[config.mk]
export PLATFORM = sky130hd
export DESIGN_NAME = cu_dp_mem
export DESIGN_NICKNAME = d
export VERILOG_FILES = /design/src/memory_pkg.sv /design/src/expipe_pkg.sv /design/src/fetch_unit.sv /design/src/load_store_unit.sv /design/src/l2_arbiter.sv /design/src/cu_dp_mem.sv
export VERILOG_INCLUDE_DIRS = /design/src /design/src/src
export SDC_FILE = /design/constraint.sdc
export NUM_CORES = 1
export LEC_CHECK = 0
export ABC_AREA = 0
export BUFFER_PORTS_ARGS = -buffer_cell sky130_fd_sc_hd__buf_4
export CAP_MARGIN = 30
export CORE_MARGIN = 2
export CORE_UTILIZATION = 35
export CTS_CLUSTER_SIZE = 16
export DETAILED_ROUTE_END_ITERATION = 12
export GPL_TIMING_DRIVEN = 0
export PLACE_DENSITY = 0.6
export SLEW_MARGIN = 0
export SYNTH_ARGS = -nofsm -noshare
export SYNTH_HDL_FRONTEND = slang
export SYNTH_SLANG_ARGS = --single-unit
[constraint.sdc]
create_clock -name clk_i -period 6.09 [get_ports clk_i]
set_input_delay 1.218 -clock clk_i [delete_from_list [all_inputs] [get_ports clk_i]]
set_output_delay 1.218 -clock clk_i [all_outputs]
set_load 0.03 [all_outputs]
[src/len5_defines.svh]
// Shared width and credit macros

`ifndef LEN5_DEFINES_SVH
`define LEN5_DEFINES_SVH

// Address width, byte addressed
`define XLEN 32

// Instruction and data word width
`define ILEN 32

// L2 requests in flight at once
// Arbiter credit counter starts here
`define L2_CREDITS 2

// Instruction slots granted by the consumer after reset
`define FETCH_CREDITS 4

`endif

[src/memory_pkg.sv]
// L2 port types

`include "len5_defines.svh"

package memory_pkg;

	// Requester id, stamped by the arbiter
	typedef enum logic {
		FETCH = 1'b0,
		LSU   = 1'b1
	} l2_src_e;

	// Request toward the L2
	// Word aligned address, wdata ignored on reads
	typedef struct packed {
		l2_src_e           src;
		logic              we;
		logic [`XLEN-1:0]  addr;
		logic [`ILEN-1:0]  wdata;
	} l2_req_t;

	// Answer from the L2
	// Stores get one too, rdata is junk then
	typedef struct packed {
		l2_src_e           src;
		logic [`ILEN-1:0]  rdata;
	} l2_ans_t;

endpackage

[src/expipe_pkg.sv]
// Fetch and load/store types

`include "len5_defines.svh"

package expipe_pkg;

	// Base RISC-V field layout, R-type naming
	typedef struct packed {
		logic [6:0]  funct7;
		logic [4:0]  rs2;
		logic [4:0]  rs1;
		logic [2:0]  funct3;
		logic [4:0]  rd;
		logic [6:0]  opcode;
	} instr_fields_t;

	// Same word seen as fields or as plain data
	typedef union packed {
		instr_fields_t     fields;
		logic [`ILEN-1:0]  raw;
	} instr_u;

	// Control transfer class from the opcode
	typedef enum logic [1:0] {
		BR_NONE = 2'd0,
		BR_COND = 2'd1,
		BR_JAL  = 2'd2,
		BR_JALR = 2'd3
	} branch_type_e;

	// Word command into the load/store unit
	typedef struct packed {
		logic              store;
		logic [`XLEN-1:0]  addr;
		logic [`ILEN-1:0]  data;
	} ldst_cmd_t;

	// One fetched instruction
	typedef struct packed {
		logic [`XLEN-1:0]  pc;
		instr_u            instr;
		branch_type_e      br;
	} fetch_out_t;

endpackage

[src/fetch_unit.sv]
// Sequential instruction fetch

`include "len5_defines.svh"

module fetch_unit #(
	parameter logic [`XLEN-1:0] BOOT_PC = '0
) (
	input  logic                    clk_i,
	input  logic                    rst_n_i,
	input  logic                    flush_i,
	// Arbiter side
	output logic                    req_valid_o,
	output memory_pkg::l2_req_t     req_o,
	input  logic                    req_gnt_i,
	input  logic                    ans_valid_i,
	input  memory_pkg::l2_ans_t     ans_i,
	// Instruction consumer side
	output logic                    ins_valid_o,
	output expipe_pkg::fetch_out_t  ins_o,
	input  logic                    ins_credit_i
);

	localparam int CRED_W = $clog2(`FETCH_CREDITS + 1);

	// Opcodes of the control transfer instructions
	localparam logic [6:0] OPC_BRANCH = 7'b1100011;
	localparam logic [6:0] OPC_JAL    = 7'b1101111;
	localparam logic [6:0] OPC_JALR   = 7'b1100111;

	logic [`XLEN-1:0]         pc_q;
	logic [CRED_W-1:0]        cred_q;
	logic                     busy_q;
	logic                     discard_q;
	logic                     out_fire;
	expipe_pkg::instr_u       ans_word;
	expipe_pkg::branch_type_e br_type;

	// Ask only with a free slot downstream and nothing in flight
	assign req_valid_o = (cred_q != '0) && !busy_q;
	assign req_o.src   = memory_pkg::FETCH;
	assign req_o.we    = 1'b0;
	assign req_o.addr  = pc_q;
	assign req_o.wdata = '0;

	// Answer is dropped if it belongs to a flushed request
	assign out_fire = ans_valid_i && !discard_q && !flush_i;

	// Opcode view of the returned word
	assign ans_word.raw = ans_i.rdata;

	always_comb begin
		unique case (ans_word.fields.opcode)
			OPC_BRANCH: br_type = expipe_pkg::BR_COND;
			OPC_JAL:    br_type = expipe_pkg::BR_JAL;
			OPC_JALR:   br_type = expipe_pkg::BR_JALR;
			default:    br_type = expipe_pkg::BR_NONE;
		endcase
	end

	// Pc, in-flight flag and discard flag
	always_ff @(posedge clk_i or negedge rst_n_i) begin
		if (!rst_n_i) begin
			pc_q      <= BOOT_PC;
			busy_q    <= 1'b0;
			discard_q <= 1'b0;
		end else begin
			if (req_gnt_i)
				busy_q <= 1'b1;
			else if (ans_valid_i)
				busy_q <= 1'b0;
			if (flush_i) begin
				pc_q <= BOOT_PC;
				// Something still due from the old stream
				discard_q <= req_gnt_i || (busy_q && !ans_valid_i);
			end else if (ans_valid_i) begin
				discard_q <= 1'b0;
				if (!discard_q)
					pc_q <= pc_q + `XLEN'(4);
			end
		end
	end

	// Output credits, one spent per instruction sent
	always_ff @(posedge clk_i or negedge rst_n_i) begin
		if (!rst_n_i) begin
			cred_q <= CRED_W'(`FETCH_CREDITS);
		end else begin
			unique case ({ins_credit_i, out_fire})
				2'b10:   cred_q <= cred_q + 1'b1;
				2'b01:   cred_q <= cred_q - 1'b1;
				default: cred_q <= cred_q;
			endcase
		end
	end

	always_ff @(posedge clk_i or negedge rst_n_i) begin
		if (!rst_n_i)
			ins_valid_o <= 1'b0;
		else
			ins_valid_o <= out_fire;
	end

	// Payload, meaningful only with ins_valid_o
	always_ff @(posedge clk_i) begin
		if (out_fire) begin
			ins_o.pc    <= pc_q;
			ins_o.instr <= ans_word;
			ins_o.br    <= br_type;
		end
	end

endmodule

[src/load_store_unit.sv]
// Word load/store engine

module load_store_unit (
	input  logic                 clk_i,
	input  logic                 rst_n_i,
	// Command side
	input  logic                 ldst_valid_i,
	input  expipe_pkg::ldst_cmd_t ldst_i,
	output logic                 ldst_done_o,
	output expipe_pkg::instr_u   ldst_data_o,
	output logic                 ldst_credit_o,
	// Arbiter side
	output logic                 req_valid_o,
	output memory_pkg::l2_req_t  req_o,
	input  logic                 req_gnt_i,
	input  logic                 ans_valid_i,
	input  memory_pkg::l2_ans_t  ans_i
);

	typedef enum logic [1:0] {
		S_IDLE,
		S_REQ,
		S_WAIT
	} state_e;

	state_e                state_q;
	expipe_pkg::ldst_cmd_t cmd_q;
	logic                  finish;

	// Request held until the arbiter takes it
	assign req_valid_o = (state_q == S_REQ);
	assign req_o.src   = memory_pkg::LSU;
	assign req_o.we    = cmd_q.store;
	assign req_o.addr  = cmd_q.addr;
	assign req_o.wdata = cmd_q.data;

	assign finish = (state_q == S_WAIT) && ans_valid_i;

	always_ff @(posedge clk_i or negedge rst_n_i) begin
		if (!rst_n_i) begin
			state_q <= S_IDLE;
		end else begin
			unique case (state_q)
				S_IDLE:
					if (ldst_valid_i)
						state_q <= S_REQ;
				S_REQ:
					if (req_gnt_i)
						state_q <= S_WAIT;
				S_WAIT:
					if (ans_valid_i)
						state_q <= S_IDLE;
				default:
					state_q <= S_IDLE;
			endcase
		end
	end

	// Command latched once, kept until the answer
	always_ff @(posedge clk_i) begin
		if (state_q == S_IDLE && ldst_valid_i)
			cmd_q <= ldst_i;
	end

	// Done and credit go out together
	always_ff @(posedge clk_i or negedge rst_n_i) begin
		if (!rst_n_i) begin
			ldst_done_o   <= 1'b0;
			ldst_credit_o <= 1'b0;
		end else begin
			ldst_done_o   <= finish;
			ldst_credit_o <= finish;
		end
	end

	// Store completions carry zero
	always_ff @(posedge clk_i) begin
		if (finish)
			ldst_data_o.raw <= cmd_q.store ? '0 : ans_i.rdata;
	end

endmodule

[src/l2_arbiter.sv]
// Round-robin L2 port arbiter

`include "len5_defines.svh"

module l2_arbiter (
	input  logic                 clk_i,
	input  logic                 rst_n_i,
	// Requesters
	input  logic                 fetch_req_valid_i,
	input  memory_pkg::l2_req_t  fetch_req_i,
	output logic                 fetch_gnt_o,
	input  logic                 lsu_req_valid_i,
	input  memory_pkg::l2_req_t  lsu_req_i,
	output logic                 lsu_gnt_o,
	// Answers back to the units
	output logic                 fetch_ans_valid_o,
	output logic                 lsu_ans_valid_o,
	output memory_pkg::l2_ans_t  ans_o,
	// L2 port
	output logic                 l2_req_valid_o,
	output memory_pkg::l2_req_t  l2_req_o,
	input  logic                 l2_credit_i,
	input  logic                 l2_ans_valid_i,
	input  memory_pkg::l2_ans_t  l2_ans_i
);

	localparam int CRED_W = $clog2(`L2_CREDITS + 1);

	logic [CRED_W-1:0]   cred_q;
	logic                has_cred;
	logic                prio_lsu_q;
	logic                any_gnt;
	memory_pkg::l2_req_t sel_req;

	assign has_cred = (cred_q != '0);

	// Priority flips to the side not served last
	assign fetch_gnt_o = has_cred && fetch_req_valid_i && (!lsu_req_valid_i || !prio_lsu_q);
	assign lsu_gnt_o   = has_cred && lsu_req_valid_i && (!fetch_req_valid_i || prio_lsu_q);
	assign any_gnt     = fetch_gnt_o || lsu_gnt_o;

	// Winner with its id forced
	always_comb begin
		if (lsu_gnt_o) begin
			sel_req     = lsu_req_i;
			sel_req.src = memory_pkg::LSU;
		end else begin
			sel_req     = fetch_req_i;
			sel_req.src = memory_pkg::FETCH;
		end
	end

	always_ff @(posedge clk_i or negedge rst_n_i) begin
		if (!rst_n_i)
			prio_lsu_q <= 1'b0;
		else if (any_gnt)
			prio_lsu_q <= fetch_gnt_o;
	end

	// One credit per send, one back per L2 pulse
	always_ff @(posedge clk_i or negedge rst_n_i) begin
		if (!rst_n_i) begin
			cred_q <= CRED_W'(`L2_CREDITS);
		end else begin
			unique case ({l2_credit_i, any_gnt})
				2'b10:   cred_q <= cred_q + 1'b1;
				2'b01:   cred_q <= cred_q - 1'b1;
				default: cred_q <= cred_q;
			endcase
		end
	end

	// Request goes out the cycle after the grant
	always_ff @(posedge clk_i or negedge rst_n_i) begin
		if (!rst_n_i)
			l2_req_valid_o <= 1'b0;
		else
			l2_req_valid_o <= any_gnt;
	end

	always_ff @(posedge clk_i) begin
		if (any_gnt)
			l2_req_o <= sel_req;
	end

	// Answers steered by id, never stalled
	assign ans_o             = l2_ans_i;
	assign fetch_ans_valid_o = l2_ans_valid_i && (l2_ans_i.src == memory_pkg::FETCH);
	assign lsu_ans_valid_o   = l2_ans_valid_i && (l2_ans_i.src == memory_pkg::LSU);

endmodule

[src/cu_dp_mem.sv]
// Fetch and load/store memory side

`include "len5_defines.svh"

module cu_dp_mem #(
	parameter logic [`XLEN-1:0] BOOT_PC = '0
) (
	input  logic                    clk_i,
	input  logic                    rst_n_i,
	input  logic                    flush_i,
	// External L2 port
	output logic                    l2_req_valid_o,
	output memory_pkg::l2_req_t     l2_req_o,
	input  logic                    l2_credit_i,
	input  logic                    l2_ans_valid_i,
	input  memory_pkg::l2_ans_t     l2_ans_i,
	// Instruction stream
	output logic                    ins_valid_o,
	output expipe_pkg::fetch_out_t  ins_o,
	input  logic                    ins_credit_i,
	// Load/store commands
	input  logic                    ldst_valid_i,
	input  expipe_pkg::ldst_cmd_t   ldst_i,
	output logic                    ldst_done_o,
	output expipe_pkg::instr_u      ldst_data_o,
	output logic                    ldst_credit_o
);

	// Fetch <-> arbiter
	logic                fetch_req_valid;
	memory_pkg::l2_req_t fetch_req;
	logic                fetch_gnt;
	logic                fetch_ans_valid;
	// LSU <-> arbiter
	logic                lsu_req_valid;
	memory_pkg::l2_req_t lsu_req;
	logic                lsu_gnt;
	logic                lsu_ans_valid;
	// Answer payload, shared by both units
	memory_pkg::l2_ans_t unit_ans;

	fetch_unit #(
		.BOOT_PC (BOOT_PC)
	) U_FETCH (
		.clk_i        (clk_i),
		.rst_n_i      (rst_n_i),
		.flush_i      (flush_i),
		.req_valid_o  (fetch_req_valid),
		.req_o        (fetch_req),
		.req_gnt_i    (fetch_gnt),
		.ans_valid_i  (fetch_ans_valid),
		.ans_i        (unit_ans),
		.ins_valid_o  (ins_valid_o),
		.ins_o        (ins_o),
		.ins_credit_i (ins_credit_i)
	);

	load_store_unit U_LSU (
		.clk_i         (clk_i),
		.rst_n_i       (rst_n_i),
		.ldst_valid_i  (ldst_valid_i),
		.ldst_i        (ldst_i),
		.ldst_done_o   (ldst_done_o),
		.ldst_data_o   (ldst_data_o),
		.ldst_credit_o (ldst_credit_o),
		.req_valid_o   (lsu_req_valid),
		.req_o         (lsu_req),
		.req_gnt_i     (lsu_gnt),
		.ans_valid_i   (lsu_ans_valid),
		.ans_i         (unit_ans)
	);

	l2_arbiter U_L2_ARB (
		.clk_i             (clk_i),
		.rst_n_i           (rst_n_i),
		.fetch_req_valid_i (fetch_req_valid),
		.fetch_req_i       (fetch_req),
		.fetch_gnt_o       (fetch_gnt),
		.lsu_req_valid_i   (lsu_req_valid),
		.lsu_req_i         (lsu_req),
		.lsu_gnt_o         (lsu_gnt),
		.fetch_ans_valid_o (fetch_ans_valid),
		.lsu_ans_valid_o   (lsu_ans_valid),
		.ans_o             (unit_ans),
		.l2_req_valid_o    (l2_req_valid_o),
		.l2_req_o          (l2_req_o),
		.l2_credit_i       (l2_credit_i),
		.l2_ans_valid_i    (l2_ans_valid_i),
		.l2_ans_i          (l2_ans_i)
	);

endmodule

# [Yosys cells after proc, flatten, opt, wreduce, memory -nomap -nowiden]
# Index checks and enable logic that the tools add are counted.
[totals] regBits=274 in_bits=105 out_inout_bits=168 wordCells=86
[classes] add_sub_neg=5 n_eq_ne=13 mux=14 n_bitwise=1 reduce_logical=32
[op_table] operator="$mux W32" n=3
[op_table] operator="$mux W66" n=1
[op_table] operator="$add A32 B3 Y32 const B" n=1
[op_table] operator="$eq A7 B7 Y1 const B" n=3
[op_table] operator="$logic_and A1 B1 Y1" n=12
[op_table] operator="$pmux W2 S3" n=2
[op_table] operator="$reduce_bool A2 Y1" n=5
[op_table] operator="$logic_not A1 Y1" n=7
[op_table] operator="$eq A2 B1 Y1 const B" n=3
[op_table] operator="$eq A2 B2 Y1 const B" n=3
[op_table] operator="$mux W2" n=3
[op_table] operator="$ne A2 B2 Y1 const B" n=3
[op_table] operator="$pmux W3 S2" n=1
[op_table] operator="$logic_or A1 B1 Y1" n=4
[op_table] operator="$pmux W2 S2" n=1
[op_table] operator="$add A3 B1 Y3 const B" n=1
[op_table] operator="$mux W1" n=3
[op_table] operator="$reduce_and A3 Y1" n=1
[op_table] operator="$reduce_bool A3 Y1" n=1
[op_table] operator="$sub A3 B1 Y3 const B" n=1
[op_table] operator="$add A2 B1 Y2 const B" n=1
[op_table] operator="$logic_not A2 Y1" n=1
[op_table] operator="$ne A2 B1 Y1 const B" n=1
[op_table] operator="$reduce_and A2 Y1" n=1
[op_table] operator="2 further kinds" n=2

# [Logic depth before layout (Yosys ltp)]
[depth] depth_word=8 mapped_depth=9 ltp_nobuf=8

# [By module]
# A second synthesis with hierarchy kept.
[unflattened] hier_cells=631 area_unflattened_um2=10791.6
[modules_own_cells] module="fetch_unit" instances=1 cells_each=293 area_per_inst_um2=4078.9 seq_area_each_um2=2824.0
[modules_own_cells] module="l2_arbiter" instances=1 cells_each=191 area_per_inst_um2=3434.5 seq_area_each_um2=2083.2
[modules_own_cells] module="load_store_unit" instances=1 cells_each=147 area_per_inst_um2=3278.1 seq_area_each_um2=2987.9

# [Worst setup path after synthesis]
# Ideal clock, no wire load.
[synth_path] path_kind="in2reg" startpoint="in flush_i" endpoint="reg U_FETCH.cred_q[2]" setup_time_ps=75 arrival_ps=7472 t_required_ps=6015 slack_ps=-1456 stages=8 path_buffers=1 path_cell_list="clkbuf_1 -> nor3_1 -> ha_1 -> inv_1 -> fa_1 -> xor2_1 -> nor2_1 -> xor2_1"
[synth_between] elab_chain_len=4 elab_cells_between_ends=6 classes_between="eq/ne: 2; mux: 1; reduce/logical: 3"
[synth_rtl] item="start: declaration" line="cu_dp_mem.sv:10" rtl="input logic flush_i,"
[synth_rtl] item="$logic_not A1 Y1 *" line="fetch_unit.sv:46" rtl="assign out_fire = ans_valid_i && !discard_q && !flush_i;"
[synth_rtl] item="$logic_and A1 B1 Y1 *" line="fetch_unit.sv:46"
[synth_rtl] item="net U_FETCH.out_fire" line="fetch_unit.sv:34" rtl="logic out_fire;"
[synth_rtl] item="$eq A2 B1 Y1 / $eq A2 B2 Y1 (equally long branches)" line="fetch_unit.sv:88" rtl="unique case ({ins_credit_i, out_fire})"
[synth_rtl] item="$pmux W3 S2 / $reduce_bool A2 Y1 (equally long branches)"
[synth_rtl] item="end signal: assignment" line="fetch_unit.sv:89" rtl="2'b10: cred_q <= cred_q + 1'b1;"
[synth_rtl] item="end signal: assignment" line="fetch_unit.sv:90" rtl="2'b01: cred_q <= cred_q - 1'b1;"
[synth_rtl] item="end signal: assignment" line="fetch_unit.sv:91" rtl="default: cred_q <= cred_q;"
[synth_rtl] item="end: declaration" line="fetch_unit.sv:31" rtl="logic [CRED_W-1:0] cred_q;"
# Mark *: on every way through the listed nets, which the timed path passes. The rest lies on a longest branch.
# A chain may end at the register's enable or synchronous reset.

# [Worst setup path after layout]
# Ends and elaborated chain as after synthesis.

==> metrics.md <==
| Metric | Value |
|---|---|
| Slew headroom | 0.4788 |
| CP Data Required Time | roughly 6.6 ns |
| Placed Cells | approximately 1.2k |
| Int Power | ~4.2 mW |
| Port Buffer Count | 270 |
| Synth Area in Adders | 0.005796 |
| Placer Congestion | 0.7102 |
| Post-DP HPWL | 15.58 mm |
| Clock root cell | clkbuf_16 |
| Slowest stage delay, CP | around 0.7 ns |
| XOR/XNOR Fraction of Synth Area | 0.01588 |
| Multiplexer share of the synthesized area | 0.04637 |
| Final ANT Viol Nets | 0 |
| DRC viols | 0 |
| Leakage power | 5.376 nW |
| Sequential power share | 0.437 |
| Clock skew | approximately 0.028 ns |
| Asr flop ratio synth | 0.1593 |
| Synth top area cells | edfxtp_1, dfrtp_1, mux2_2 |
| Critical Path Fanout Max | 14 |
| Chip height | 172.4 um |
| First-pass GRT wire length | approximately 32 mm |
| Switching fraction of total power | 0.3197 |
| Peak Freq | approximately 0.3 GHz |
| Skew-Pair Late Insertion Delay | ~0.55 ns |
| CP Cell Sequence | buf_4 -> clkbuf_1 -> nor3_4 -> buf_16 -> buf_16 -> ha_1 -> inv_1 -> fa_1 -> xor2_1 -> nor2_1 -> xor2_1 |
| CTS tree | done |
| Clock-pin slew on the worst setup and hold paths | approximately 0.060 ns |
| Post-synth EDFFs | ~230 |
| Hold Crit Class | reg -> reg |
| Top post-synthesis cells by count | edfxtp_1, nor2b_1, dfrtp_1, mux2_2, and2_1 |
| Drt initial violations | between 200 and 300 |
| DR top layer | met4 |
| Hold Crit Depth | 1 |
| FF+latch count, synth | 270 |
| Setup Total Neg Slack | 0 ns |
| Startpoint types | input port |
| Total power | around 6.2 mW |
| Final setup vio count | 0 |
| Delay-heaviest family, CP | buffers and inverters |
| Largest area contributor in the netlist | edfxtp_1 |
| Post-route minimum period | about 3.3 ns |
| R2r setup slk | 3.19 ns |
| Power Density | 457.4 nW/um^2 |
| DR WL/cell | between 15 and 20 um |
| Yosys cell types | 41 |
| Sequential area share after synthesis | 0.7951 |
| Status | complete, no violations |
| CTS resizes | 0 |
| Initial antenna violation count | 1 |
| Ys flop type | edfxtp_1 |
| DRT Pass-1 Iters | 4 |
| Metal-1 WL | 8.804 mm |
| Slew at the pin with the worst max-slew slack | slightly below 0.8 ns |
| Vias in the first global route | around 5.7k |
| Clock Tree Buf Depth | 3 |
| Simple-Gate Fraction of Synth Area | 0.1100 |
| Combinational cell fraction of total power | 0.290 |
| CP arrival | 3.81 ns |
| H-tree levels | 1 |
| Kind of critical path | in -> reg |
| Largest net degree at the start of global routing | 44 |
| Final hold vios | 0 |
| Met3 Wirelength | 2.496 mm |
| Crit path from | flush_i |
| Critical path's slowest cell | nor3_4 |
| Syn. warnings | 0 |
| Top cell type's share of synthesized area | 0.6865 |
| CP bufs+invs | 5 |
| Maxcap violations | 0 |
| Compound-gate portion of the synthesized area | 0.01336 |
| Reg2reg path depth | 8 |
| Met2 wire length | 10.16 mm |
| Synth Instances | roughly 570 |
| Clock share of power | 0.273 |
| Nets@finish | around 1,000 |
| Combinational family with the most area after synthesis | simple AND/OR/NAND/NOR gates |
| Final worst-path cycle share | 0.5489 |
| Switching power | 1.992 mW |
| Unrepaired setup endpoints after global routing | false |
| Worst setup EP type | flop |
| GR Overflow Total | 0 |
| Die W | 172.4 um |
| R2R Path Start | U_LSU.state_q[0] |
| Share of cells above drive strength 1 | 0.4234 |
| Site Rows | 61 |
| I/O pin count | 273 |
| Slew Viols, Final | 0 |
| TritonCTS buffer count | 29 |
| Count leader, synth | edfxtp_1 |
| Synthesis-to-finish area growth | 37.21% |
| Hold_sp | U_FETCH.cred_q[0] |
| Via Count | a little under 6k |
| Global Route Usage Sum | 0.1408 |
| WP depth | 11 |
| Post-Synthesis Cell Area | between 9000 and 10,000 um^2 |
| Core area | about 28,000 um^2 |
| Post-CTS setup buffer count | 0 |
| Clk sink count | between 200 and 300 |
| Avg Cell Area, Syn | 17.36 um^2 |
| Avg Vias per Cell | 4.531 |
| Starting Density | 0.3564 |
| Post-Route WL | around 22 mm |
| Die area | around 30,000 um^2 |
| Non-Filler Instances | 1,286 |
| Max rail drop VDD | between 0.3 and 0.4 mV |
| Hold Buf Count CTS | 0 |
through the flow:
| stage | setup WS [ns] | instance area, um^2 | hold WS, ns | util |
|---|---|---|---|---|
| after detailed placement | 2.136 | 12700 | 0.4935 | 0.4559 |
| after floorplan | 0.6645 | 9943 | 0.4575 | - |
| after global placement | -1.633 | 12440 | 0.4879 | 0.4467 |
| after CTS | 2.715 | 13620 | 0.5027 | 0.4890 |
| after global routing | 2.567 | 13620 | 0.5330 | 0.4890 |
| final | 2.747 | 13620 | 0.4976 | 0.4891 |
state kept, by name (all words and copies together) (netlist names), 2 cells and up:
name               flops
U_FETCH.cred_q         3
U_FETCH.ins_o         64
U_FETCH.pc_q          30
U_L2_ARB.cred_q        2
U_L2_ARB.l2_req_o     66
U_LSU.ldst_data_o     32
U_LSU.req_o           65
U_LSU.state_q          2
per-layer routing:
metal	track usage	vias up
li1	-	2739
met1	0.1696	2829
met2	0.2339	229
met3	0.05882	30
met4	0.03581	0
met5	0	-
power by group through the flow:
stage	Sequential [mW]	Clock, mW	Combinational (mW)
floorplan	3.31	0	0.507
global placement	2.79	0	1.74
detailed placement	2.76	0	1.85
CTS	2.73	1.75	1.85
global route	2.77	1.82	1.93
finish	2.72	1.70	1.81
final timing paths:
kind                                             to
worst max-delay path              U_FETCH.cred_q[2]
worst min-delay path              U_FETCH.cred_q[0]
worst max register to register   U_L2_ARB.cred_q[1]
worst min register to register    U_FETCH.cred_q[0]
max in group asynchronous       U_FETCH.ins_valid_o
min in group asynchronous         U_FETCH.cred_q[0]
cell usage in the layout (no fill, tap or decap), types with 3 or more instances in the layout:
cell type / instances
nor4_1: 9
edfxtp_1: 227
nor2b_1: 43
xor2_1: 10
mux2_2: 40
and2_1: 39
clkbuf_1: 18
xnor2_1: 8
inv_1: 9
buf_4: 274
nand2_1: 15
buf_8: 3
or3_1: 3
clkinv_2: 7
nor2_1: 31
ha_1: 3
a21oi_1: 8
or4_1: 4
nand4_1: 9
o31ai_1: 4
and3_1: 5
nand3_1: 9
bufinv_16: 3
nor3_1: 7
dfrtp_1: 41
o21ai_0: 6
buf_6: 3
buf_2: 5
clkbuf_16: 29
buf_16: 5
worst reg2reg max path: cells and delay by family (launching register included):
kind / cells / cell delay [ns]
AND/OR/NAND/NOR: 4 / 1.30
flip-flops: 1 / 0.45
buffers and inverters: 1 / 0.41
adder cells (fa/ha/maj): 1 / 0.36
AO/OA/AOI/OAI: 1 / 0.16
XOR/XNOR: 1 / 0.15
cell type report:
| type | instances | area [um^2] |
|---|---|---|
| diodes | 1 | 2.502 |
| plain buffers | 20 | 96.34 |
| clock buffers | 37 | 765.7 |
| clock inverters | 15 | 156.4 |
| fillers | 2437 | 14230 |
| inverters | 9 | 33.78 |
| multi-input cells | 274 | 1938 |
| flip-flops and latches | 270 | 7895 |
| well taps | 378 | 473.0 |
| repair buffers | 282 | 2263 |
cell families (layout without fill, tap and decap cells):
| kind of cell | count (synthesis) | after routing |
|---|---|---|
| xor+xnor | 18 | 18 |
| simple gates | 187 | 187 |
| buf+inv | 29 | 363 |
| mux | 41 | 41 |
| compound gates | 22 | 22 |
| fa+ha+maj | 4 | 4 |
| other cells | 1 | 3 |
| flops | 270 | 270 |
No activity file was read; power rests on OpenSTA's default activity.
